### src/rtl/mmio_macros.svh
`ifndef MMIO_MACROS_SVH
`define MMIO_MACROS_SVH

// Data path and access size widths
`define MMIO_XLEN            32
`define MMIO_SIZE_W          3
`define MMIO_OFS_W           5                        // Enough to reach the top CLINT register

// External I/O window
`define MMIO_EXT_IO_LO       32'hF000_0000
`define MMIO_EXT_IO_HI       32'hFFFE_FFFF

// Internal timer and interrupt window
`define MMIO_CLINT_BASE      32'hFFFF_0000
`define MMIO_CLINT_SPAN      32'h0001_0000            // 64 KiB
`define MMIO_MSIP_OFS        5'd0
`define MMIO_MTIMECMP_LO_OFS 5'd8
`define MMIO_MTIMECMP_HI_OFS 5'd12
`define MMIO_MTIME_LO_OFS    5'd16
`define MMIO_MTIME_HI_OFS    5'd20

`define MMIO_MTIMECMP_RST    64'hFFFF_FFFF_FFFF_FFFF  // Never reached, no timer irq after reset

`endif
### src/rtl/mmio_pkg.sv
`default_nettype none

`include "mmio_macros.svh"

package mmio_pkg;

   typedef logic [`MMIO_XLEN-1:0]   word_t;
   typedef logic [`MMIO_SIZE_W-1:0] size_t;     // Bytes: 1, 2 or 4

   // Load or store from the memory stage
   typedef struct packed {
      word_t addr;
      logic  rd;
      logic  wr;
      word_t wr_data;
      size_t size;
   } mio_req_t;

   // L1 data cache request
   typedef struct packed {
      word_t rw_addr;
      logic  rd;
      logic  wr;
      word_t wr_data;
      size_t size;
   } dc_req_t;

   typedef struct packed {
      word_t addr;
      logic  rd;
      logic  wr;
      word_t wr_data;
   } io_req_t;                                  // External I/O, word wide only

   typedef struct packed {
      word_t rd_data;
      logic  fault;
   } mio_rsp_t;

   typedef enum logic [1:0] {CACHE, EXT_IO, CLINT, RESERVED} target_t;

endpackage

`default_nettype wire

### src/rtl/mio_link_if.sv
`timescale 1ns/1ps
`default_nettype none

// One routed req/ack link between the router and a bus port
interface mio_link_if #(
   parameter type payload_t = mmio_pkg::io_req_t
) ();
   import mmio_pkg::*;

   logic     req;                               // Held until ack
   payload_t payload;                           // Stable while req is high
   logic     ack;                               // Single cycle pulse
   mio_rsp_t rsp;                               // Valid with ack

   // ------------------------------
   modport router (
      output req, payload,
      input  ack, rsp
   );

   modport port (
      input  req, payload,
      output ack, rsp
   );

endinterface

`default_nettype wire

### src/rtl/mmio_core.sv
`timescale 1ns/1ps
`default_nettype none

`include "mmio_macros.svh"

module mmio_core (
   input  wire logic            clk_in,
   input  wire logic            rst_n,
   // CPU memory stage
   input  wire logic            req,             // Held until ack
   input  wire mmio_pkg::word_t addr,
   input  wire logic            rd,
   input  wire logic            wr,
   input  wire mmio_pkg::word_t wr_data,
   input  wire mmio_pkg::size_t size,
   output logic                 ack,
   output logic                 ack_fault,
   output mmio_pkg::word_t      rd_data,
   // L1 data cache
   output logic                 dc_req,
   output mmio_pkg::word_t      dc_rw_addr,
   output logic                 dc_rd,
   output logic                 dc_wr,
   output mmio_pkg::word_t      dc_wr_data,
   output mmio_pkg::size_t      dc_size,
   input  wire logic            dc_ack,
   input  wire mmio_pkg::word_t dc_ack_data,
   // External I/O
   output logic                 io_req,
   output mmio_pkg::word_t      io_addr,
   output logic                 io_rd,
   output logic                 io_wr,
   output mmio_pkg::word_t      io_wr_data,
   input  wire logic            io_ack,
   input  wire logic            io_ack_fault,
   input  wire mmio_pkg::word_t io_rd_data,
   // Interrupts
   output logic                 time_irq,
   output logic                 sw_irq
);
   import mmio_pkg::*;

   mio_req_t                cpu_req;
   mio_rsp_t                cpu_rsp;
   dc_req_t                 dc_pl;
   io_req_t                 io_pl;
   logic                    mmr_wr;
   logic [`MMIO_OFS_W-1:0]  mmr_ofs;
   word_t                   mmr_wr_data;
   word_t                   mmr_rd_data;

   mio_link_if #(.payload_t(dc_req_t)) dc_link ();
   mio_link_if #(.payload_t(io_req_t)) io_link ();

   // ------------------------------
   assign cpu_req   = '{addr: addr, rd: rd, wr: wr, wr_data: wr_data, size: size};
   assign ack_fault = cpu_rsp.fault;
   assign rd_data   = cpu_rsp.rd_data;

   assign dc_rw_addr = dc_pl.rw_addr;
   assign dc_rd      = dc_pl.rd;
   assign dc_wr      = dc_pl.wr;
   assign dc_wr_data = dc_pl.wr_data;
   assign dc_size    = dc_pl.size;
   assign io_addr    = io_pl.addr;
   assign io_rd      = io_pl.rd;
   assign io_wr      = io_pl.wr;
   assign io_wr_data = io_pl.wr_data;

   mem_io_router MEM_IO (.clk_in, .rst_n, .cpu_req, .cpu_valid(req), .cpu_ack(ack), .cpu_rsp,
      .dc_link, .io_link, .mmr_wr, .mmr_ofs, .mmr_wr_data, .mmr_rd_data);

   // Cache never reports a fault
   bus_port #(.payload_t(dc_req_t)) DC_PORT (.clk_in, .rst_n, .link(dc_link), .ext_req(dc_req),
      .ext_payload(dc_pl), .ext_ack(dc_ack), .ext_rd_data(dc_ack_data), .ext_fault(1'b0));

   bus_port #(.payload_t(io_req_t)) IO_PORT (.clk_in, .rst_n, .link(io_link), .ext_req(io_req),
      .ext_payload(io_pl), .ext_ack(io_ack), .ext_rd_data(io_rd_data), .ext_fault(io_ack_fault));

   clint IRQ (.clk_in, .rst_n, .mmr_wr, .mmr_ofs, .mmr_wr_data, .mmr_rd_data,
      .time_irq, .sw_irq);                       // msip, mtimecmp and mtime live here

endmodule

`default_nettype wire

### src/rtl/clint.sv
`timescale 1ns/1ps
`default_nettype none

`include "mmio_macros.svh"

module clint (
   input  wire logic                   clk_in,
   input  wire logic                   rst_n,
   input  wire logic                   mmr_wr,
   input  wire logic [`MMIO_OFS_W-1:0] mmr_ofs,     // Already checked by the router
   input  wire mmio_pkg::word_t        mmr_wr_data,
   output mmio_pkg::word_t             mmr_rd_data,
   output logic                        time_irq,
   output logic                        sw_irq
);

   logic [2*`MMIO_XLEN-1:0] mtime;
   logic [2*`MMIO_XLEN-1:0] mtime_nxt;
   logic [2*`MMIO_XLEN-1:0] mtimecmp;
   logic                    msip;
   logic                    wr_msip;
   logic                    wr_cmp_lo;
   logic                    wr_cmp_hi;
   logic                    wr_time_lo;
   logic                    wr_time_hi;

   // ------------------------------
   // Write decode
   assign wr_msip    = mmr_wr && (mmr_ofs == `MMIO_MSIP_OFS);
   assign wr_cmp_lo  = mmr_wr && (mmr_ofs == `MMIO_MTIMECMP_LO_OFS);
   assign wr_cmp_hi  = mmr_wr && (mmr_ofs == `MMIO_MTIMECMP_HI_OFS);
   assign wr_time_lo = mmr_wr && (mmr_ofs == `MMIO_MTIME_LO_OFS);
   assign wr_time_hi = mmr_wr && (mmr_ofs == `MMIO_MTIME_HI_OFS);

   // Free running count, software may overwrite either half
   always_comb begin
      mtime_nxt = mtime + 1'b1;
      if (wr_time_lo)
         mtime_nxt = {mtime[2*`MMIO_XLEN-1:`MMIO_XLEN], mmr_wr_data};
      if (wr_time_hi)
         mtime_nxt = {mmr_wr_data, mtime[`MMIO_XLEN-1:0]};
   end

   always_ff @(posedge clk_in or negedge rst_n) begin
      if (!rst_n) begin
         mtime    <= '0;
         mtimecmp <= `MMIO_MTIMECMP_RST;
         msip     <= 1'b0;
         time_irq <= 1'b0;
      end else begin
         mtime <= mtime_nxt;
         if (wr_cmp_lo)
            mtimecmp[`MMIO_XLEN-1:0] <= mmr_wr_data;
         if (wr_cmp_hi)
            mtimecmp[2*`MMIO_XLEN-1:`MMIO_XLEN] <= mmr_wr_data;
         if (wr_msip)
            msip <= mmr_wr_data[0];              // Only bit 0 is implemented
         time_irq <= (mtime >= mtimecmp);        // One cycle behind the compare
      end
   end

   assign sw_irq = msip;

   // ------------------------------
   // Read mux
   // mtime reads show next cycle's count, which is the count during the CPU ack
   always_comb begin
      case (mmr_ofs)
         `MMIO_MSIP_OFS:        mmr_rd_data = {{(`MMIO_XLEN-1){1'b0}}, msip};
         `MMIO_MTIMECMP_LO_OFS: mmr_rd_data = mtimecmp[`MMIO_XLEN-1:0];
         `MMIO_MTIMECMP_HI_OFS: mmr_rd_data = mtimecmp[2*`MMIO_XLEN-1:`MMIO_XLEN];
         `MMIO_MTIME_LO_OFS:    mmr_rd_data = mtime_nxt[`MMIO_XLEN-1:0];
         `MMIO_MTIME_HI_OFS:    mmr_rd_data = mtime_nxt[2*`MMIO_XLEN-1:`MMIO_XLEN];
         default:               mmr_rd_data = '0;
      endcase
   end

endmodule

`default_nettype wire

### src/rtl/bus_port.sv
`timescale 1ns/1ps
`default_nettype none

module bus_port #(
   parameter type payload_t = mmio_pkg::io_req_t
) (
   input  wire logic            clk_in,
   input  wire logic            rst_n,
   mio_link_if.port             link,
   output logic                 ext_req,         // Held until ext_ack
   output payload_t             ext_payload,
   input  wire logic            ext_ack,
   input  wire mmio_pkg::word_t ext_rd_data,
   input  wire logic            ext_fault
);
   import mmio_pkg::*;

   typedef enum logic [1:0] {ST_IDLE, ST_WAIT, ST_RESP} state_t;

   state_t   state;
   mio_rsp_t rsp_q;                              // Reply taken on ext_ack

   // ------------------------------
   // Request side
   always_ff @(posedge clk_in or negedge rst_n) begin
      if (!rst_n) begin
         state       <= ST_IDLE;
         ext_payload <= '0;                      // rd/wr strobes low out of reset
      end else begin
         case (state)
            ST_IDLE: begin
               if (link.req) begin
                  ext_payload <= link.payload;   // Snapshot of the routed request
                  state       <= ST_WAIT;
               end
            end
            ST_WAIT: begin
               if (ext_ack)
                  state <= ST_RESP;
            end
            ST_RESP: state <= ST_IDLE;           // Link req drops during this cycle
            default: state <= ST_IDLE;
         endcase
      end
   end

   assign ext_req = (state == ST_WAIT);

   // Response side
   always_ff @(posedge clk_in) begin
      if ((state == ST_WAIT) && ext_ack)
         rsp_q <= '{rd_data: ext_rd_data, fault: ext_fault};
   end

   assign link.ack = (state == ST_RESP);         // One cycle after ext_ack
   assign link.rsp = rsp_q;

endmodule

`default_nettype wire

### src/rtl/mem_io_router.sv
`timescale 1ns/1ps
`default_nettype none

`include "mmio_macros.svh"

module mem_io_router (
   input  wire logic               clk_in,
   input  wire logic               rst_n,
   input  wire mmio_pkg::mio_req_t cpu_req,      // Held by the CPU until cpu_ack
   input  wire logic               cpu_valid,
   output logic                    cpu_ack,
   output mmio_pkg::mio_rsp_t      cpu_rsp,
   mio_link_if.router              dc_link,
   mio_link_if.router              io_link,
   output logic                    mmr_wr,       // CLINT register write strobe
   output logic [`MMIO_OFS_W-1:0]  mmr_ofs,
   output mmio_pkg::word_t         mmr_wr_data,
   input  wire mmio_pkg::word_t    mmr_rd_data
);
   import mmio_pkg::*;

   typedef enum logic [1:0] {ST_IDLE, ST_BUSY, ST_ACK} state_t;

   state_t  state;
   target_t tgt;                                 // Decode of the live request
   target_t tgt_q;                               // Target latched for the transfer
   word_t   ofs;
   logic    in_clint;
   logic    in_ext_io;
   logic    ofs_ok;
   logic    start;
   logic    link_ack;

   // ------------------------------
   // Address decode
   assign ofs       = cpu_req.addr - `MMIO_CLINT_BASE;
   assign in_clint  = (cpu_req.addr >= `MMIO_CLINT_BASE) && (ofs < `MMIO_CLINT_SPAN);
   assign in_ext_io = (cpu_req.addr >= `MMIO_EXT_IO_LO) && (cpu_req.addr <= `MMIO_EXT_IO_HI);

   // Word aligned and one of the five defined registers
   assign ofs_ok = (ofs[`MMIO_XLEN-1:`MMIO_OFS_W] == '0) && (ofs[1:0] == 2'b00) &&
                   (ofs[`MMIO_OFS_W-1:0] inside {`MMIO_MSIP_OFS, `MMIO_MTIMECMP_LO_OFS,
                    `MMIO_MTIMECMP_HI_OFS, `MMIO_MTIME_LO_OFS, `MMIO_MTIME_HI_OFS});

   always_comb begin
      if (in_clint)
         tgt = ofs_ok ? CLINT : RESERVED;
      else if (in_ext_io)
         tgt = EXT_IO;
      else
         tgt = CACHE;                            // Everything else goes to L1 D$
   end

   assign start = (state == ST_IDLE) && cpu_valid;   // First cycle of a transfer

   // CLINT access completes here, write lands on this edge
   assign mmr_wr      = start && (tgt == CLINT) && cpu_req.wr;
   assign mmr_ofs     = ofs[`MMIO_OFS_W-1:0];
   assign mmr_wr_data = cpu_req.wr_data;

   // ------------------------------
   // Outbound links
   assign dc_link.req     = (state == ST_BUSY) && (tgt_q == CACHE);
   assign dc_link.payload = '{rw_addr: cpu_req.addr, rd: cpu_req.rd, wr: cpu_req.wr,
                              wr_data: cpu_req.wr_data, size: cpu_req.size};
   assign io_link.req     = (state == ST_BUSY) && (tgt_q == EXT_IO);
   assign io_link.payload = '{addr: cpu_req.addr, rd: cpu_req.rd, wr: cpu_req.wr,
                              wr_data: cpu_req.wr_data};

   assign link_ack = (tgt_q == CACHE) ? dc_link.ack : io_link.ack;

   always_ff @(posedge clk_in or negedge rst_n) begin
      if (!rst_n) begin
         state <= ST_IDLE;
         tgt_q <= CACHE;
      end else begin
         case (state)
            ST_IDLE: if (cpu_valid) begin
               tgt_q <= tgt;
               state <= ((tgt == CACHE) || (tgt == EXT_IO)) ? ST_BUSY : ST_ACK;
            end
            ST_BUSY: if (link_ack) state <= ST_ACK;   // Wait out the bus port
            ST_ACK:  state <= ST_IDLE;                // Req still high here, ignore it
            default: state <= ST_IDLE;
         endcase
      end
   end

   // Registered response toward the CPU
   always_ff @(posedge clk_in) begin
      if (start && (tgt == CLINT))
         cpu_rsp <= '{rd_data: mmr_rd_data, fault: 1'b0};
      else if (start && (tgt == RESERVED))
         cpu_rsp <= '{rd_data: '0, fault: 1'b1};      // No side effects
      else if ((state == ST_BUSY) && link_ack)
         cpu_rsp <= (tgt_q == CACHE) ? dc_link.rsp : io_link.rsp;
   end

   assign cpu_ack = (state == ST_ACK);

endmodule

`default_nettype wire

### config.mk
export PLATFORM = sky130hd
export DESIGN_NAME = mmio_core
export DESIGN_NICKNAME = d
export VERILOG_FILES = /design/src/rtl/mmio_pkg.sv /design/src/rtl/mio_link_if.sv /design/src/rtl/mmio_core.sv /design/src/rtl/clint.sv /design/src/rtl/bus_port.sv /design/src/rtl/mem_io_router.sv
export VERILOG_INCLUDE_DIRS = /design/src /design/src/rtl
export SDC_FILE = /design/constraint.sdc
export NUM_CORES = 1
export LEC_CHECK = 0
export ABC_AREA = 0
export BUFFER_PORTS_ARGS = -buffer_cell sky130_fd_sc_hd__buf_2
export CORE_UTILIZATION = 45
export DETAILED_ROUTE_END_ITERATION = 7
export GPL_TIMING_DRIVEN = 1
export PLACE_DENSITY = 0.66
export SYNTH_ARGS = -nofsm -noshare
export SYNTH_HDL_FRONTEND = slang
export SYNTH_SLANG_ARGS = --single-unit
### constraint.sdc
create_clock -name clk_in -period 5.4 [get_ports clk_in]
set_clock_uncertainty 0.05 [all_clocks]
set_input_delay 0.54 -clock clk_in [delete_from_list [all_inputs] [get_ports clk_in]]
set_output_delay 0.54 -clock clk_in [all_outputs]
set_load 0.02 [all_outputs]
## Word level (Yosys, flattened, before mapping)

Cells that the tools add are included.

- $add $sub $neg: 2
- Magnitude comparators: 5
- Eq/ne operators: 20
- Multiplexer cells: 21
- Reductions and logical operators: 36

Operators by type and width:

| cell | number |
|---|---|
| case mux 32 bit (5 select lines) | 1 |
| 2-to-1 mux 33 bit | 4 |
| 2-to-1 mux 64 bit | 2 |
| adder 64 x 1 -> 64 bit, second input constant | 1 |
| greater-or-equal comparator 32 bit, second input constant | 2 |
| greater-or-equal comparator 64 bit | 1 |
| <= comparator 32 bit, second input constant | 1 |
| less-than comparator 32 x 17 -> 1 bit, second input constant | 1 |
| subtractor 32 bit, second input constant | 1 |
| logical NOT 27 bit | 1 |
| logical AND 1 bit | 18 |
| 2-to-1 mux 2 bit | 8 |
| logical NOT 2 bit | 6 |
| case mux 2 bit (2 select lines) | 3 |
| AND reduction 2 bit | 6 |
| == test 2 x 1 -> 1 bit, second input constant | 5 |
| == test 2 bit, second input constant | 5 |
| == test 5 x 4 -> 1 bit, second input constant | 2 |
| == test 5 bit, second input constant | 2 |
| != test 2 x 1 -> 1 bit, second input constant | 5 |
| logical NOT 5 bit | 1 |
| nonzero test 5 bit | 1 |
| 2-to-1 mux 1 bit | 3 |
| nonzero test 3 bit | 1 |
| 3 further kinds | 3 |

- Flip-flop bits (word level): 371
- Input port bits: 139
- Word-level logic and storage cells: 107

## Depth between registers and ports, before layout

Gate-level depths: netlist (run 1).

- Depth in word-level cells: 14
- Gate-level depth with buffers: 13
- Mapped depth without buffers: 10

## Modules after synthesis

A second synthesis (run 1) with hierarchy kept.

- Cell total of the unflattened synthesis: 1812
- Area, all modules: 20263.2 µm²

Modules (own cells, without submodules):

| module | times used | cells an instance | area each (µm²) | sequential area each (µm²) |
|---|---|---|---|---|
| clint | 1 | 1080 | 9535.4 | 3333.2 |
| bus_port (DC_PORT) | 1 | 187 | 3637.2 | 2767.7 |
| bus_port (IO_PORT) | 1 | 181 | 3547.2 | 2692.6 |
| mem_io_router | 1 | 363 | 3539.6 | 1081.0 |
| mmio_core | 1 | 1 | 3.8 | 0.0 |

## Worst setup path before layout (run 1)

OpenSTA, ideal clock, no wires.

- Path type: reg-to-reg
- From: register MEM_IO.tgt_q[1]
- To: register MEM_IO.cpu_rsp[10] (netlist name)
- Setup time: 0.466 ns
- Arrival time: 3.792 ns
- Data required time: 4.884 ns
- Setup slack: 1.093 ns
- Cell stages (with the launch flop): 6
- Buffers on the path: 2
- Path through: dfrtp_1 > clkbuf_1 > nor2_1 > clkbuf_1 > a31oi_1 > o21ai_0

- Longest elaborated chain between the ends: 4

Ends and longest elaborated chain:

| item | line | text |
|---|---|---|
| from (decl) | mem_io_router.sv:26 | `target_t tgt_q;` |
| from (signal assigned) | mem_io_router.sv:79 | `tgt_q <= tgt;` |
| logical NOT 2 bit | mem_io_router.sv:70 | `assign link_ack = (tgt_q == CACHE) ? dc_link.ack : io_link.ack;` |
| 2-to-1 mux 1 bit | mem_io_router.sv:70 |  |
| logical AND 1 bit | mem_io_router.sv:95 | `else if ((state == ST_BUSY) && link_ack)` |
| nonzero test 3 bit (no line) | - |  |

Every way passes these cells.
A chain may end at the register's enable or synchronous reset.

## Worst setup path in the final report (run 1)

- From: register IRQ.mtime[7]
- To: register MEM_IO.cpu_rsp[21] (netlist name)

- Longest elaborated chain between the ends: 5

Ends and longest elaborated chain:

| item | line | text |
|---|---|---|
| from (decl) | clint.sv:17 | `` logic [2*`MMIO_XLEN-1:0] mtime; `` |
| from (signal assigned) | clint.sv:51 | `mtime <= mtime_nxt;` |
| adder 64 x 1 -> 64 bit | clint.sv:37 | `mtime_nxt = mtime + 1'b1;` |
| 2-to-1 mux 64 bit | clint.sv:38 | `if (wr_time_lo)` |
| 2-to-1 mux 64 bit | clint.sv:40 | `if (wr_time_hi)` |
| case mux 32 bit (5 select lines) | clint.sv:68 | `case (mmr_ofs)` |
| 2-to-1 mux 33 bit | mem_io_router.sv:91 | `if (start && (tgt == CLINT))` |

Every way passes these cells.

==> impl_metrics.env, run 1 <==
export IMPL_start_kind="flop"
export IMPL_area_growth_pct=19.6
export IMPL_wire_per_inst_um=24.9
export IMPL_p_switching_w=0.00330
export IMPL_drv_cap=0
export IMPL_grt_max_degree=136
export IMPL_insertion_delay_ns=0.60
export IMPL_clockBufferDepth=3
export IMPL_status="complete, no violations"
export IMPL_synth_flop_cell="dfrtp_1"
export IMPL_ys_ff_latch=371
export IMPL_ys_seq_area_frac=0.507
export IMPL_grt_ovfl_total=0
export IMPL_r2r_slack_ns=1.45
export IMPL_wirelength_um=66500
export IMPL_p_leak_nw=9.73
export IMPL_path_max_fanout=10
export IMPL_dr_pass1_iters=5
export IMPL_maxSlewHeadroom=0.0319
export IMPL_syn_area_per_cell_um2=10.9
export IMPL_grt_util_all_layers=0.303
export IMPL_cts_root_buf="clkbuf_16"
export IMPL_clkSinkCount=371
export IMPL_period_minus_slack_ns=3.95
export IMPL_tritoncts_num_buffers=44
export IMPL_yosysUniqueCellTypes=80
export IMPL_grt_pass1_wl_um=100000
export IMPL_post_route_period_util=0.731
export IMPL_synthArstFlopShare=0.736
export IMPL_cts_tree="yes"
export IMPL_cp_required_ns=5.67
export IMPL_dpl_cell_area_mm2=0.0217
export IMPL_synth_edf_count=97
export IMPL_p_total_w=0.00988
export IMPL_peakVddDrop_mv=0.370
export IMPL_syn_area_mm2=0.0194
export IMPL_worstHoldStart="dc_ack_data[10]"
export IMPL_r2r_end="MEM_IO.cpu_rsp[21]$_DFFE_PP_"
export IMPL_grt_antenna_before_repair=3
export IMPL_dp_hpwl_um=46700
export IMPL_die_area_mm2=0.0440
export IMPL_final_cell_area_mm2=0.0232
export IMPL_dr_total_vias=16100
export IMPL_r2r_cells=6
export IMPL_portBuffers=311
export IMPL_pre_cts_ws_ns=1.29
export IMPL_die_w_um=210
export IMPL_synth_warnings=0
export IMPL_swShare=0.334
export IMPL_place_gp_congestion=0.973
export IMPL_antenna_left=0
export IMPL_crit_type="reg2reg"
export IMPL_min_path_type="in2reg"
export IMPL_fin_setup_tns_ns=0
export IMPL_clock_fmax_ghz=0.253
export IMPL_vias_per_cell=6.04
export IMPL_hold_depth=1
export IMPL_r2r_start="IRQ.mtime[7]$_DFF_PN0_"
export IMPL_holdPathEnd="DC_PORT.link.rsp[11]$_DFFE_PP_"
export IMPL_drc=0
export IMPL_core_area_mm2=0.0422
export IMPL_tightest_slew_ns=1.44
export IMPL_rows=75
export IMPL_p_seq_frac=0.391
export IMPL_finalSetupViolCount=0
export IMPL_fp_dieH_um=210
export IMPL_cts_resized=0
export IMPL_intPower_w=0.00659
export IMPL_synthCells=1783
export IMPL_initial_core_util=0.460
export IMPL_p_clk_frac=0.318
export IMPL_nets=2299
export IMPL_utilization=0.550
export IMPL_htreeDepth=2
export IMPL_power_density_mw_per_mm2=426
export IMPL_first_global_vias=16000
export IMPL_fin_ws_ns=1.45
export IMPL_ioPinCount=312
export IMPL_slew_viol_final=0
export IMPL_rsz0062_at_grt="false"
export IMPL_p_comb_frac=0.291
export IMPL_finalHoldViolCount=0
export IMPL_endpoint_kind="flop"
export IMPL_clk_pin_slew_ns=0.06
export IMPL_arrival_ns=4.21
export IMPL_drt_iter0_markers=1583
export IMPL_syn_nets=1990
export IMPL_drive_above_1_share=0.318
## worst max-delay path by stage
stage,startpoint,endpoint,depth (start not counted)
5_1_grt,IRQ.mtime[7]$_DFF_PN0_,MEM_IO.cpu_rsp[21]$_DFFE_PP_,6
6_report,IRQ.mtime[7]$_DFF_PN0_,MEM_IO.cpu_rsp[21]$_DFFE_PP_,6
3_5_place_dp,addr[17],MEM_IO.cpu_rsp[18]$_DFFE_PP_,12
2_1_floorplan,MEM_IO.tgt_q[1]$_DFFE_PN0P_,MEM_IO.cpu_rsp[10]$_DFFE_PP_,5
4_1_cts,IRQ.mtime[7]$_DFF_PN0_,MEM_IO.cpu_rsp[21]$_DFFE_PP_,6
3_3_place_gp,addr[17],MEM_IO.cpu_rsp[18]$_DFFE_PP_,12
## logic make-up after synthesis
family,share of synthesized area
simple gates,0.131
flops,0.507
buf+inv,0.0342
mux,0.149
fa+ha+maj,0.0438
xor+xnor,0.0162
compound gates,0.119
## flip-flops by register name (all words and copies together) (netlist names)
signal	cells
IRQ.mtimecmp	64
MEM_IO.cpu_rsp	33
MEM_IO.tgt_q	2
IRQ.sw_irq	1
IO_PORT.state	2
IRQ.time_irq	1
DC_PORT.state	2
DC_PORT.ext_payload	69
IRQ.mtime	64
MEM_IO.state	2
IO_PORT.ext_payload	66
DC_PORT.link.rsp	32
IO_PORT.link.rsp	33
## Yosys cell counts (12+ instances only)
cell type  count  area (um^2)
nor3_1        27          135
nor4_1        18          113
o21ai_0      110          551
mux2i_1       51          510
and3_1        21          131
inv_1         81          304
dfstp_2       64         1680
clkbuf_1      68          255
nor2_1       111          417
a21oi_1      120          601
mux2_2       155         1750
xor2_1        12          105
nand3_1       54          270
xnor2_1       22          193
ha_1          68          851
o21ai_1       16         80.1
and2_1        14         87.6
mux2_1        56          631
and4_1        13          114
nand2_1      118          443
nand4_1       62          388
dfrtp_1      209         5230
edfxtp_1      97         2910
## critical path, stage by stage, from the launching register on
cell and delay (ns):
dfrtp_1 0.52, nand3_1 0.31, nor4_1 1.07, nand4_1 0.73
nor4b_1 0.70, xnor2_1 0.20, o21ai_1 0.09
## metal layers
layer | share of wire | global-route usage
met1 | 0.43 | 0.426
met2 | 0.45 | 0.469
met3 | 0.090 | 0.0534
met4 | 0.034 | 0.114
met5 | 0.00038 | 0
## stage by stage
stage,std cells,hold slack [ns]
final,2669,0.0580
after global routing,2668,0.0510
after CTS,2667,0.0365
after detailed placement,2584,0.424
after global placement,2584,0.412
after floorplan,1783,0.194
## final cells by class
cell class                 instances  area, um^2
tap                              539         674
fill                            3731       19000
antenna                            2        5.00
clock buffer                      63        1290
timing repair buffer             352        1890
inverter                          82         308
clock inverter                    19         245
sequential                       371        9840
multi-input combinational       1241        8970
## what timing repair did
item / in CTS / in global routing
setup buffers: 0 / 0
hold buffers: 1 / 0
hold endpoints to repair: 60 / 0
## cells in the final DEF (no fill, tap or decap), types with 14 or more instances in the layout
master	n
nor3_1	27
inv_1	81
xnor2_1	22
a21oi_1	120
nand3_1	53
nor2_1	110
dfstp_2	64
clkbuf_16	46
and3_1	21
nand2_1	118
and2_1	14
mux2_2	155
buf_2	310
dfrtp_1	209
o21ai_1	16
mux2i_1	51
o21ai_0	109
nand4_1	62
edfxtp_1	97
mux2_1	56
nor4_1	15
ha_1	68
buf_4	39
## power groups by stage
stage | combinational (W) | clock, W | sequential [W]
final | 0.00288 | 0.00314 | 0.00386
after global routing | 0.00306 | 0.00328 | 0.00394
after CTS | 0.00290 | 0.00319 | 0.00386
after detailed placement | 0.00289 | 0 | 0.00391
after global placement | 0.00286 | 0 | 0.00388
after floorplan | 0.00109 | 0 | 0.00458
No activity file was read; power rests on OpenSTA's default activity.
==> run 2: changes to the inputs <==
ABC_AREA = 1   (was 0)
clock period = 4.05 ns   (was 5.4 ns; I/O delays follow)
==> impl_metrics.env, run 2 <==
export IMPL_status="complete, no violations"
export IMPL_first_global_vias=17800
export IMPL_reg_top3="DC_PORT.ext_payload: 69 flops, IO_PORT.ext_payload: 66 flops"
export IMPL_wl_met2_um=32500
export IMPL_dp_hpwl_um=49000
export IMPL_dpl_cell_area_mm2=0.0219
export IMPL_die_w_um=211
export IMPL_place_gp_congestion=1.01
export IMPL_synthCells=2395
export IMPL_tightest_slew_ns=1.31
export IMPL_drv_cap=0
export IMPL_portBuffers=311
export IMPL_insertion_delay_ns=0.59
export IMPL_wire_per_inst_um=19.6
export IMPL_syn_area_mm2=0.0197
export IMPL_clk_pin_slew_ns=0.06
export IMPL_slew_viol_final=0
export IMPL_drt_iter0_markers=1499
export IMPL_clock_fmax_ghz=0.304
export IMPL_synth_warnings=0
export IMPL_cpLargestDelayFamily="simple AND/OR/NAND/NOR gates"
export IMPL_rows=76
export IMPL_synth_most_common_cell="nand2_1"
export IMPL_dr_max_layer_used="met4"
export IMPL_cts_root_buf="clkbuf_16"
export IMPL_grt_antenna_before_repair=0
export IMPL_mostFrequentLayoutCell="nand2_1"
export IMPL_fp_dieH_um=211
export IMPL_setup_worst_path_end="MEM_IO.cpu_rsp[27]$_DFFE_PP_"
export IMPL_wl_met3_um=3640
export IMPL_synth_area_top_cells="dfrtp_1 27%, edfxtp_1 15%, nand2_1 13%"
export IMPL_r2r_end="MEM_IO.cpu_rsp[27]$_DFFE_PP_"
export IMPL_syn_area_per_cell_um2=8.23
export IMPL_initial_core_util=0.457
export IMPL_r2r_cells=16
export IMPL_grt_pass1_wl_um=102000
export IMPL_start_kind="flop"
export IMPL_ys_ff_latch=371
export IMPL_cts_resized=0
export IMPL_synthArstFlopShare=0.736
export IMPL_ioPinCount=312
export IMPL_nets=2959
export IMPL_critPathSlowestCell="dfrtp_1"
export IMPL_synth_flop_cell="dfrtp_1"
export IMPL_peakVddDrop_mv=0.432
export IMPL_finalHoldViolCount=0
export IMPL_core_area_mm2=0.0432
export IMPL_mostFrequentLayoutCells="706 x nand2_1, 310 x buf_2, 279 x inv_1"
export IMPL_arrival_ns=3.56
export IMPL_maxSlewHeadroom=0.124
export IMPL_grt_ovfl_total=0
export IMPL_grt_max_degree=129
export IMPL_clkSinkCount=371
export IMPL_r2r_start="IRQ.mtime[0]$_DFF_PN0_"
export IMPL_p_leak_nw=11.4
export IMPL_r2r_slack_ns=0.77
export IMPL_rsz0062_at_grt="false"
export IMPL_synth_edf_count=97
export IMPL_path_max_fanout=8
export IMPL_finalSetupViolCount=0
export IMPL_final_cells=3371
export IMPL_dr_pass1_iters=5
export IMPL_p_total_w=0.0127
export IMPL_insertedDiodeCount=0
export IMPL_fin_setup_tns_ns=0
export IMPL_fillers=4129
export IMPL_cts_tree="yes"
export IMPL_die_area_mm2=0.0447
export IMPL_cp_depth=16
export IMPL_drc=0
export IMPL_syn_nets=2602
export IMPL_crit_start="IRQ.mtime[0]$_DFF_PN0_"
export IMPL_yosysUniqueCellTypes=51
export IMPL_dr_total_vias=17900
export IMPL_period_minus_slack_ns=3.28
export IMPL_post_cts_buffers=0
export IMPL_crit_path_max_incr_delay_ns=0.39
export IMPL_htreeDepth=2
export IMPL_post_route_period_util=0.811
export IMPL_cp_required_ns=4.33
export IMPL_holdWs_ns=0.0544
export IMPL_endpoint_kind="flop"
export IMPL_cpMostUsedCell="nand2_1"
export IMPL_wl_met1_um=26100
export IMPL_tritoncts_num_buffers=42
export IMPL_grt_util_all_layers=0.299
export IMPL_synth_top_area_share=0.265
export IMPL_power_density_mw_per_mm2=530
export IMPL_worst_path_buf_inv=1
export IMPL_placed_cells=3223
export IMPL_min_path_type="in2reg"
export IMPL_clockBufferDepth=3
export IMPL_netlist_top_cells_count="707 x nand2_1, 279 x inv_1, 211 x o21ai_0, 209 x dfrtp_1, 171 x nand3_1"
export IMPL_antenna_left=0
export IMPL_vias_per_cell=5.31
export IMPL_yosysTopAreaCell="dfrtp_1"
export IMPL_final_cell_area_mm2=0.0240
export IMPL_drive_above_1_share=0.197
export IMPL_area_growth_pct=21.8
export IMPL_ys_seq_area_frac=0.499
export IMPL_wirelength_um=66200
export IMPL_crit_chain="ha_1 -> nand3_1 -> nor2_1 -> nand3_1 -> nor2_1 -> nand4_1 -> nor2_2 -> nand4_1 -> inv_1 -> nand4_1 -> nand2_1 -> nand2_1 -> nand3_1 -> nand2_1 -> nand2_1 -> nand2_1"
export IMPL_crit_type="reg2reg"
export IMPL_largest_register_ffs=69
export IMPL_regMostFlops="DC_PORT.ext_payload"
-- run 2: layout make-up --
type                            instances  area (um^2)  share of cell area
Timing Repair Buffer                  407         2540               0.106
Inverter                              291         1090              0.0455
Sequential cell                       371         9840               0.410
Clock buffer                           54         1130              0.0470
Clock inverter                         24          308              0.0128
Tap cell                              585          732              0.0305
Multi-Input combinational cell       1639         8380               0.349
-- run 2: metal layers --
metal  GRT usage  up-vias
li1            -     8617
met1       0.367     8489
met2       0.505      637
met3      0.0438      168
met4       0.170        0
met5           0        -
-- run 2: worst min path at each step --
stage / end / from / cells after the start / slack [ns]
2_1_floorplan: DC_PORT.ext_payload[0]$_DFFE_PN0P_ / rst_n / 0 / 0.06
3_3_place_gp: IO_PORT.ext_payload[13]$_DFFE_PN0P_ / IO_PORT.ext_payload[13]$_DFFE_PN0P_ / 2 / 0.41
3_5_place_dp: DC_PORT.ext_payload[68]$_DFFE_PN0P_ / DC_PORT.ext_payload[68]$_DFFE_PN0P_ / 2 / 0.42
4_1_cts: IO_PORT.ext_payload[46]$_DFFE_PN0P_ / addr[12] / 3 / 0.03
5_1_grt: IO_PORT.ext_payload[46]$_DFFE_PN0P_ / addr[12] / 3 / 0.05
6_report: IO_PORT.state[0]$_DFFE_PN0P_ / io_ack / 4 / 0.05
-- run 2: stage by stage --
| stage | util | worst slack (ns) |
|---|---|---|
| floorplan | - | 0.811 |
| global placement | 0.507 | 0.650 |
| detailed placement | 0.507 | 0.565 |
| CTS | 0.556 | 0.755 |
| global route | 0.556 | 0.485 |
| finish | 0.556 | 0.766 |
-- run 2: worst reg2reg max path, cell delays in order, from the launching register on --
cell	delay (ns)
dfrtp_1	0.39
ha_1	0.19
nand3_1	0.11
nor2_1	0.16
nand3_1	0.11
nor2_1	0.16
nand4_1	0.17
nor2_2	0.32
nand4_1	0.25
inv_1	0.38
nand4_1	0.16
nand2_1	0.15
nand2_1	0.08
nand3_1	0.13
nand2_1	0.10
nand2_1	0.08
nand2_1	0.05
-- run 2: cells by family after synthesis --
family,share of synthesized area
compound gates,0.110
xor+xnor,0.00577
fa+ha+maj,0.0431
buf+inv,0.0775
flops,0.499
mux,0.00228
simple gates,0.262
-- run 2: what timing repair did --
item                                    4_1_cts  5_1_grt
endpoints found under the setup margin        0        0
hold endpoints to repair                    148        0
hold buffers                                 70        0
-- run 2: power breakdown --
part / switching (W) / internal [W]
Combinational: 0.00241 / 0.00117
Clock: 0.00163 / 0.00237
Sequential: 0.000409 / 0.00475
Total: 0.00445 / 0.00829
